--- config.mk ---
export PLATFORM = sky130hd
export DESIGN_NAME = rvfi_tracer_top
export DESIGN_NICKNAME = d
export VERILOG_FILES = /design/src/logic/rvfi_pkg.sv /design/src/logic/rvfi_issue_capture.sv /design/src/logic/rvfi_sb_table.sv /design/src/logic/rvfi_commit_pack.sv /design/src/logic/rvfi_tracer_top.sv
export VERILOG_INCLUDE_DIRS = /design/src /design/src/logic
export SDC_FILE = /design/constraint.sdc
export NUM_CORES = 2
export LEC_CHECK = 0
export BUFFER_PORTS_ARGS = -buffer_cell sky130_fd_sc_hd__buf_2
export CORE_ASPECT_RATIO = 1.1
export CORE_MARGIN = 10
export CORE_UTILIZATION = 34
export DETAILED_ROUTE_END_ITERATION = 10
export PLACE_DENSITY = 0.51
export REMOVE_ABC_BUFFERS = 1
export SETUP_SLACK_MARGIN = 0.3
export SYNTH_ARGS = -nofsm -noshare
export SYNTH_HDL_FRONTEND = slang
export SYNTH_SLANG_ARGS = --single-unit
--- constraint.sdc ---
create_clock -name clk_i -period 3.26 [get_ports clk_i]
set_input_delay 0.489 -clock clk_i [delete_from_list [all_inputs] [get_ports clk_i]]
set_output_delay 0.489 -clock clk_i [all_outputs]
set_load 0.02 [all_outputs]
--- src/logic/rvfi_consts.svh ---
`ifndef RVFI_CONSTS_SVH
`define RVFI_CONSTS_SVH

// ----------------------------------------------------------------------
// Datapath and table sizing
// ----------------------------------------------------------------------

`define RVFI_XLEN        32  // Data width of the traced core
`define RVFI_SB_ENTRIES  8   // Scoreboard entries tracked by the tracer
`define RVFI_TID_BITS    3   // Must cover RVFI_SB_ENTRIES

// ----------------------------------------------------------------------
// Trap cause encodings
// ----------------------------------------------------------------------

`define RVFI_CAUSE_ECALL_U   8   // Environment call from U-mode
`define RVFI_CAUSE_ECALL_S   9   // Environment call from S-mode
`define RVFI_CAUSE_ECALL_M   11  // Environment call from M-mode

// Set in the cause word when the trap is an interrupt
`define RVFI_CAUSE_INTR_BIT  31

`endif

--- src/logic/rvfi_pkg.sv ---
package rvfi_pkg;

  `include "rvfi_consts.svh"

  typedef logic [`RVFI_XLEN-1:0]     xlen_t;
  typedef logic [`RVFI_TID_BITS-1:0] tid_t;
  typedef logic [31:0]               insn_t;     // Always 32 bits, RVC zero-extended
  typedef logic [4:0]                reg_addr_t;
  typedef logic [`RVFI_XLEN/8-1:0]   be_t;
  typedef logic [1:0]                priv_t;
  typedef logic [2:0]                intr_t;

  // ----------------------------------------------------------------------
  // Probes from the core
  // ----------------------------------------------------------------------

  typedef struct packed {
    logic  valid;
    insn_t insn;
    logic  is_compressed;
  } fetch_probe_t;

  typedef struct packed {
    logic  decoded_valid;
    logic  decoded_ack;
    logic  flush_unissued;
    tid_t  tid;            // Scoreboard slot being issued
    xlen_t rs1_data;       // Forwarded operands
    xlen_t rs2_data;
  } issue_probe_t;

  typedef struct packed {
    tid_t  tid;
    xlen_t vaddr;
    be_t   be;
    logic  is_load;
    logic  is_store;
    xlen_t store_data;
  } lsu_probe_t;

  typedef struct packed {
    logic      valid;
    logic      ack;
    logic      drop;
    tid_t      tid;
    xlen_t     pc;
    reg_addr_t rs1_addr;
    reg_addr_t rs2_addr;
    reg_addr_t rd_addr;
    xlen_t     result;
    logic      ex_valid;
    xlen_t     ex_cause;
    priv_t     priv;
    logic      debug_mode;
  } commit_probe_t;

  // ----------------------------------------------------------------------
  // Tracer internal and output records
  // ----------------------------------------------------------------------

  typedef struct packed {
    insn_t insn;
    xlen_t rs1_rdata;
    xlen_t rs2_rdata;
    xlen_t mem_addr;
    be_t   mem_rmask;
    be_t   mem_wmask;
    xlen_t mem_wdata;
  } sb_entry_t;

  typedef struct packed {
    logic      valid;
    tid_t      tid;
    sb_entry_t entry;
  } sb_write_t;

  typedef struct packed {
    logic      valid;
    insn_t     insn;
    logic      trap;
    intr_t     intr;
    xlen_t     cause;
    priv_t     mode;
    reg_addr_t rs1_addr;
    reg_addr_t rs2_addr;
    reg_addr_t rd_addr;
    xlen_t     rd_wdata;
    xlen_t     pc_rdata;
    xlen_t     mem_addr;
    be_t       mem_rmask;
    be_t       mem_wmask;
    xlen_t     mem_wdata;
    xlen_t     mem_rdata;
    xlen_t     rs1_rdata;
    xlen_t     rs2_rdata;
  } rvfi_instr_t;

endpackage

--- src/logic/rvfi_issue_capture.sv ---
`timescale 1ns/1ps

module rvfi_issue_capture (
  input  logic                  clk_i,
  input  logic                  rst_ni,
  input  logic                  flush_i,
  input  rvfi_pkg::fetch_probe_t fetch_i,
  input  rvfi_pkg::issue_probe_t issue_i,
  output rvfi_pkg::sb_write_t    sb_wr_o
);

  logic           hold_valid_q;
  logic           hold_valid_d;
  rvfi_pkg::insn_t hold_insn_q;
  rvfi_pkg::insn_t fetch_insn;
  logic           take;
  logic           issue;
  logic           load_slot;

  // RVC words keep only their low half
  assign fetch_insn = fetch_i.is_compressed ? {16'b0, fetch_i.insn[15:0]} : fetch_i.insn;

  assign take  = issue_i.decoded_valid && issue_i.decoded_ack;  // Slot consumed
  assign issue = take && !issue_i.flush_unissued;               // Slot consumed and kept

  // Slot refills when empty or freed by the issue in this cycle
  assign load_slot = fetch_i.valid && (!hold_valid_q || take) && !flush_i;

  always_comb begin
    hold_valid_d = hold_valid_q;
    if (take) begin
      hold_valid_d = 1'b0;
    end
    if (load_slot) begin
      hold_valid_d = 1'b1;
    end
    if (flush_i) begin
      hold_valid_d = 1'b0;  // Flush beats a same-cycle fetch
    end
  end

  always_ff @(posedge clk_i or negedge rst_ni) begin
    if (!rst_ni) begin
      hold_valid_q <= 1'b0;
    end else begin
      hold_valid_q <= hold_valid_d;
    end
  end

  always_ff @(posedge clk_i) begin
    if (load_slot) begin
      hold_insn_q <= fetch_insn;
    end
  end

  // Memory fields start cleared, the LSU fills them later
  always_comb begin
    sb_wr_o                 = '0;
    sb_wr_o.valid           = issue;
    sb_wr_o.tid             = issue_i.tid;
    sb_wr_o.entry.insn      = hold_insn_q;
    sb_wr_o.entry.rs1_rdata = issue_i.rs1_data;
    sb_wr_o.entry.rs2_rdata = issue_i.rs2_data;
  end

endmodule

--- src/logic/rvfi_sb_table.sv ---
`timescale 1ns/1ps

`include "rvfi_consts.svh"

module rvfi_sb_table (
  input  logic                 clk_i,
  input  logic                 rst_ni,
  input  rvfi_pkg::sb_write_t  sb_wr_i,
  input  rvfi_pkg::lsu_probe_t lsu_i,
  input  rvfi_pkg::tid_t       rd_tid_i,
  output rvfi_pkg::sb_entry_t  rd_entry_o
);

  rvfi_pkg::sb_entry_t mem_q [`RVFI_SB_ENTRIES];
  rvfi_pkg::sb_entry_t mem_d [`RVFI_SB_ENTRIES];

  // ----------------------------------------------------------------------
  // Next-state of the table
  // ----------------------------------------------------------------------

  always_comb begin
    for (int i = 0; i < `RVFI_SB_ENTRIES; i++) begin
      mem_d[i] = mem_q[i];
    end

    // Issue overwrites the whole entry
    if (sb_wr_i.valid) begin
      mem_d[sb_wr_i.tid] = sb_wr_i.entry;
    end

    // LSU update lands on top of any same-cycle issue write
    if (lsu_i.is_load) begin
      mem_d[lsu_i.tid].mem_addr  = lsu_i.vaddr;
      mem_d[lsu_i.tid].mem_rmask = lsu_i.be;
    end else if (lsu_i.is_store) begin
      mem_d[lsu_i.tid].mem_addr  = lsu_i.vaddr;
      mem_d[lsu_i.tid].mem_wmask = lsu_i.be;
      mem_d[lsu_i.tid].mem_wdata = lsu_i.store_data;
    end
  end

  // ----------------------------------------------------------------------
  // Storage
  // ----------------------------------------------------------------------

  always_ff @(posedge clk_i or negedge rst_ni) begin
    if (!rst_ni) begin
      for (int i = 0; i < `RVFI_SB_ENTRIES; i++) begin
        mem_q[i] <= '0;
      end
    end else begin
      for (int i = 0; i < `RVFI_SB_ENTRIES; i++) begin
        mem_q[i] <= mem_d[i];
      end
    end
  end

  // Commit-side lookup, no extra latency
  assign rd_entry_o = mem_q[rd_tid_i];

endmodule

--- src/logic/rvfi_commit_pack.sv ---
`timescale 1ns/1ps

`include "rvfi_consts.svh"

module rvfi_commit_pack (
  input  logic                    clk_i,
  input  logic                    rst_ni,
  input  rvfi_pkg::commit_probe_t commit_i,
  input  rvfi_pkg::sb_entry_t     entry_i,
  output rvfi_pkg::rvfi_instr_t   rvfi_o
);

  logic                  exception;
  logic                  is_ecall;
  logic                  retire;
  rvfi_pkg::intr_t       intr_q;
  rvfi_pkg::intr_t       intr_d;
  rvfi_pkg::rvfi_instr_t rvfi_d;

  // ----------------------------------------------------------------------
  // Retire and trap qualification
  // ----------------------------------------------------------------------

  assign exception = commit_i.valid && commit_i.ex_valid && !commit_i.drop;

  // An ecall traps but still counts as executed
  assign is_ecall = (commit_i.ex_cause == rvfi_pkg::xlen_t'(`RVFI_CAUSE_ECALL_U)) ||
                    (commit_i.ex_cause == rvfi_pkg::xlen_t'(`RVFI_CAUSE_ECALL_S)) ||
                    (commit_i.ex_cause == rvfi_pkg::xlen_t'(`RVFI_CAUSE_ECALL_M));

  assign retire = (commit_i.ack && !commit_i.ex_valid && !commit_i.drop) ||
                  (exception && is_ecall);

  // Sticky interrupt status for the record after a trap
  always_comb begin
    intr_d = intr_q;
    if (exception && commit_i.ex_cause[`RVFI_CAUSE_INTR_BIT]) begin
      intr_d = 3'b101;
    end else if (exception) begin
      intr_d = 3'b011;
    end
    if (retire) begin
      intr_d = '0;
    end
  end

  // ----------------------------------------------------------------------
  // Record assembly
  // ----------------------------------------------------------------------

  always_comb begin
    rvfi_d           = '0;
    rvfi_d.valid     = retire;
    rvfi_d.insn      = entry_i.insn;
    rvfi_d.trap      = exception;
    rvfi_d.intr      = intr_q;                 // Status left by the previous trap
    rvfi_d.cause     = commit_i.ex_cause;
    rvfi_d.mode      = commit_i.debug_mode ? 2'b10 : commit_i.priv;
    rvfi_d.rs1_addr  = commit_i.rs1_addr;
    rvfi_d.rs2_addr  = commit_i.rs2_addr;
    rvfi_d.rd_addr   = commit_i.rd_addr;
    rvfi_d.rd_wdata  = commit_i.result;
    rvfi_d.pc_rdata  = commit_i.pc;
    rvfi_d.mem_addr  = entry_i.mem_addr;
    rvfi_d.mem_rmask = entry_i.mem_rmask;
    rvfi_d.mem_wmask = entry_i.mem_wmask;
    rvfi_d.mem_wdata = entry_i.mem_wdata;
    rvfi_d.mem_rdata = commit_i.result;       // Load data shares the writeback bus
    rvfi_d.rs1_rdata = entry_i.rs1_rdata;
    rvfi_d.rs2_rdata = entry_i.rs2_rdata;
  end

  always_ff @(posedge clk_i or negedge rst_ni) begin
    if (!rst_ni) begin
      intr_q <= '0;
      rvfi_o <= '0;
    end else begin
      intr_q <= intr_d;
      rvfi_o <= rvfi_d;
    end
  end

endmodule

--- src/logic/rvfi_tracer_top.sv ---
`timescale 1ns/1ps

module rvfi_tracer_top (
  input  logic                    clk_i,
  input  logic                    rst_ni,
  input  rvfi_pkg::fetch_probe_t  fetch_i,
  input  rvfi_pkg::issue_probe_t  issue_i,
  input  rvfi_pkg::lsu_probe_t    lsu_i,
  input  rvfi_pkg::commit_probe_t commit_i,
  input  logic                    flush_i,
  output rvfi_pkg::rvfi_instr_t   rvfi_o
);

  rvfi_pkg::sb_write_t sb_wr;     // Issue-time table write
  rvfi_pkg::sb_entry_t rd_entry;  // Entry of the committing id

  rvfi_issue_capture u_issue_capture (
    .clk_i   (clk_i),
    .rst_ni  (rst_ni),
    .flush_i (flush_i),
    .fetch_i (fetch_i),
    .issue_i (issue_i),
    .sb_wr_o (sb_wr)
  );

  rvfi_sb_table u_sb_table (
    .clk_i      (clk_i),
    .rst_ni     (rst_ni),
    .sb_wr_i    (sb_wr),
    .lsu_i      (lsu_i),
    .rd_tid_i   (commit_i.tid),
    .rd_entry_o (rd_entry)
  );

  rvfi_commit_pack u_commit_pack (
    .clk_i    (clk_i),
    .rst_ni   (rst_ni),
    .commit_i (commit_i),
    .entry_i  (rd_entry),
    .rvfi_o   (rvfi_o)
  );

endmodule

==> reports/results.md <==
Routing
- wire length per cell after detailed routing: 22.53 um
- Total Wirelength: 219,100 um
- Pre-Repair DR Iteration Count: 6
- vias per cell: 5.045
- DRT antenna net count: 0
- vias after detailed routing: 49,050
- DR iter-0 viols: 3,774
- total DRC errors in the routed layout: 0

Timing
- Final Slew Violations: 0
- post-layout minimum cycle time: 2.092 ns
- share of the clock period used by the worst path: 64.18%
- slew of the pin with the lowest slew margin: 0.8916 ns
- worst slew margin relative to its limit: 40.56%
- count of final hold-check violations: 0
- setup repair after global routing missed its margin: false
- setup TNS: 0 ns
- setup violators final: 0
- Achievable Freq: 478.0 MHz
- Fin Clk Skew: 0.04692 ns

Clocking
- TritonCTS Sinks: 1,666
- clock root buffer: sky130_fd_sc_hd__clkbuf_16
- CTS tree: done
- post-CTS setup-driven buffer insertion count: 0
- clock-pin slew on the worst setup and hold paths: 0.06 ns
- total of hold buffers inserted after clock tree synthesis: 285
- maximum count of clock buffers along a single path: 3
- clock insertion delay at the later pin of the skew report: 0.86 ns
- Inserted Clock Buffers: 183
- number of levels in the clock H-tree: 4
- post-cts resize count: 0

Run status
- status: finished, final reports clean

Pwr
- leakage power figure: 40.71 nW
- PwrDens: 649.7 mW/mm^2
- highest ir drop seen on vdd: 0.4623 mV

Synthesis
- count of yosys warnings during synthesis: 0
- fraction of synthesized cell area in xor and xnor cells: 0%
- adder and majority gate portion of the synthesized area: 0%
- sequential cell area fraction in the yosys report: 59.61%
- Post-Synthesis Cells: 6,053
- largest cells by area after synthesis: sky130_fd_sc_hd__dfrtp_1, sky130_fd_sc_hd__nand2_1, sky130_fd_sc_hd__mux4_2
- top cell type's share of synthesized area: 58.24%
- simple-gate area share of the yosys netlist: 14.95%
- summed instance area of the synthesized netlist: 0.07021 sq mm
- largest family of logic cells by synthesized area: multiplexers
- Compound-Gate Fraction of Synth Area: 2.467%
- library cell occupying the most area in the post-synthesis netlist: sky130_fd_sc_hd__dfrtp_1
- count of cell types in the netlist: 39
- Avg Synthesized Cell Area: 11.60 sq um
- multiplexer fraction of the synthesized cell area: 19.63%
- synthesis-stage register bit count: 1,666

Final layout
- fraction of layout instances using a drive strength above 1: 28.09%
- final non-filler cell total: 9,722
- most common library cell in the layout ignoring fill and taps: sky130_fd_sc_hd__nand2_1
- share of the core filled with cells in the final layout: 41.83%
- Total Nets Final: 7,130
- fill cell instance count of the final layout: 19,280
- highest-count cells in the layout ignoring fill and taps: sky130_fd_sc_hd__nand2_1, sky130_fd_sc_hd__dfrtp_1, sky130_fd_sc_hd__buf_2, sky130_fd_sc_hd__mux2_2, sky130_fd_sc_hd__mux4_2
- sequential cell area: 0.04185 sq mm
- total area of multi-input combinational cells: 0.02615 sq mm
- area added between synthesis and finish: 22.07%

Placement
- weighted congestion at the end of routability-driven global placement: 0.7897
- number of port buffers: 618
- DPL Wire Length: 128,100 um
- number of placed cells counting well taps: 9,087

Worst setup path
- Worst path max stage delay: 0.50 ns
- CP delay by family, top: flip-flops
- Data required, critical path: 2.77 ns
- cell-by-cell listing of the critical path: buf_2
- Setup Crit Path Kind: reg2out
- buffers and inverters on the worst path: 1
- Crit Path Max Fanout: 1
- cell at the slowest stage of the critical path: sky130_fd_sc_hd__dfrtp_1
- critical path startpoint category: flop
- type of destination of the critical path: primary output
- endpoint arrival time on the critical path: 1.60 ns

Global route
- first-pass GRT wire length: 335,600 um
- initial antenna violation count: 21
- aggregate global-route resource usage: 19.22%
- pin count of the biggest net entering global routing: 97
- via count of the first global-routing pass: 52,430
- global route total overflow: 0

Floorplan
- vertical extent of the die: 496.6 um
- floorplan row count: 174
- Top-Level Pins: 619
- starting density of the core: 34.27%
- area inside the core boundary: 0.2049 sq mm
- Die X: 453.3 um
- total die area: 0.2251 sq mm

Run
- maxcap violations: 0

Worst hold path
- Hold Path Class: in2reg

final timing paths:
path	slack, ns	to	startpoint	cells past startpoint
setup / recovery	1.17	rvfi_o[130]	u_commit_pack.rvfi_o[130]	1
hold / removal	0.07	u_issue_capture.hold_insn_q[28]	fetch_i[0]	2
setup reg to reg	1.56	u_issue_capture.hold_insn_q[21]	u_issue_capture.hold_valid_q	2
hold reg to reg	0.38	u_commit_pack.rvfi_o[283]	u_commit_pack.intr_q[2]	0
max in group asynchronous	1.92	u_commit_pack.rvfi_o[6]	rst_ni	3
min in group asynchronous	0.25	u_commit_pack.rvfi_o[226]	rst_ni	2
per-layer routing:
layer	track usage [%]	up-vias	share of wire (%)
met5	0	-	0.040
met2	31.29	1477	48
met4	5.146	14	2.0
met1	26.54	25470	44
met3	3.355	299	5.7
li1	-	21790	-
per-stage QoR:
stage	hold WS (ns)	area, sq um	power [mW]	setup WS, ns
3_3_place_gp	0.3606	76800	34.77	0.6707
6_report	0.06907	85700	55.68	1.168
5_1_grt	0.04858	85680	58.48	1.144
3_5_place_dp	0.3696	76800	35.08	0.6646
4_1_cts	0.005117	85670	56.40	1.072
2_1_floorplan	0.1934	67860	31.31	-2.567
cell usage after synthesis, drive strengths merged:
library cell     n
a21oi            3
and3b            2
buf            239
clkbuf         256
dfrtp         1634
edfxtp          32
mux2           552
mux4           336
nand2         2322
nand2b           8
nand3          248
nand3b           1
nand4            1
nand4b           1
nor2            34
nor2b           20
nor3             5
nor3b            2
nor4             6
nor4b            1
o21a             1
o21ai          338
o21ba            1
o21bai           1
or2              6
or3              2
or3b             1
report_power, final:
part           switching [mW]  internal (mW)  total (mW)
logic                    4.44           4.25        8.70
registers                1.82           24.4        26.3
clock network            8.84           11.9        20.7
total                    15.1           40.6        55.7
cell type report:
class | instances | share of cell area (%)
timing repair buffer | 1086 | 9.615
antenna | 13 | 0.03796
multi-input combinational | 3892 | 30.51
clock inverter | 54 | 0.7957
clock buffer | 283 | 6.227
sequential | 1666 | 48.83
tap | 2728 | 3.983
cell families after synthesis:
family	count (synthesis)
mux	888
buf+inv	495
simple gates	2660
flops	1666
compound gates	344
worst register-to-register path: stages (launching register included):
cell                      delay, ns
sky130_fd_sc_hd__dfrtp_1       0.41
sky130_fd_sc_hd__a21oi_4       0.69
sky130_fd_sc_hd__buf_4         0.31
Note: power is estimated with default switching activity, not from simulation.
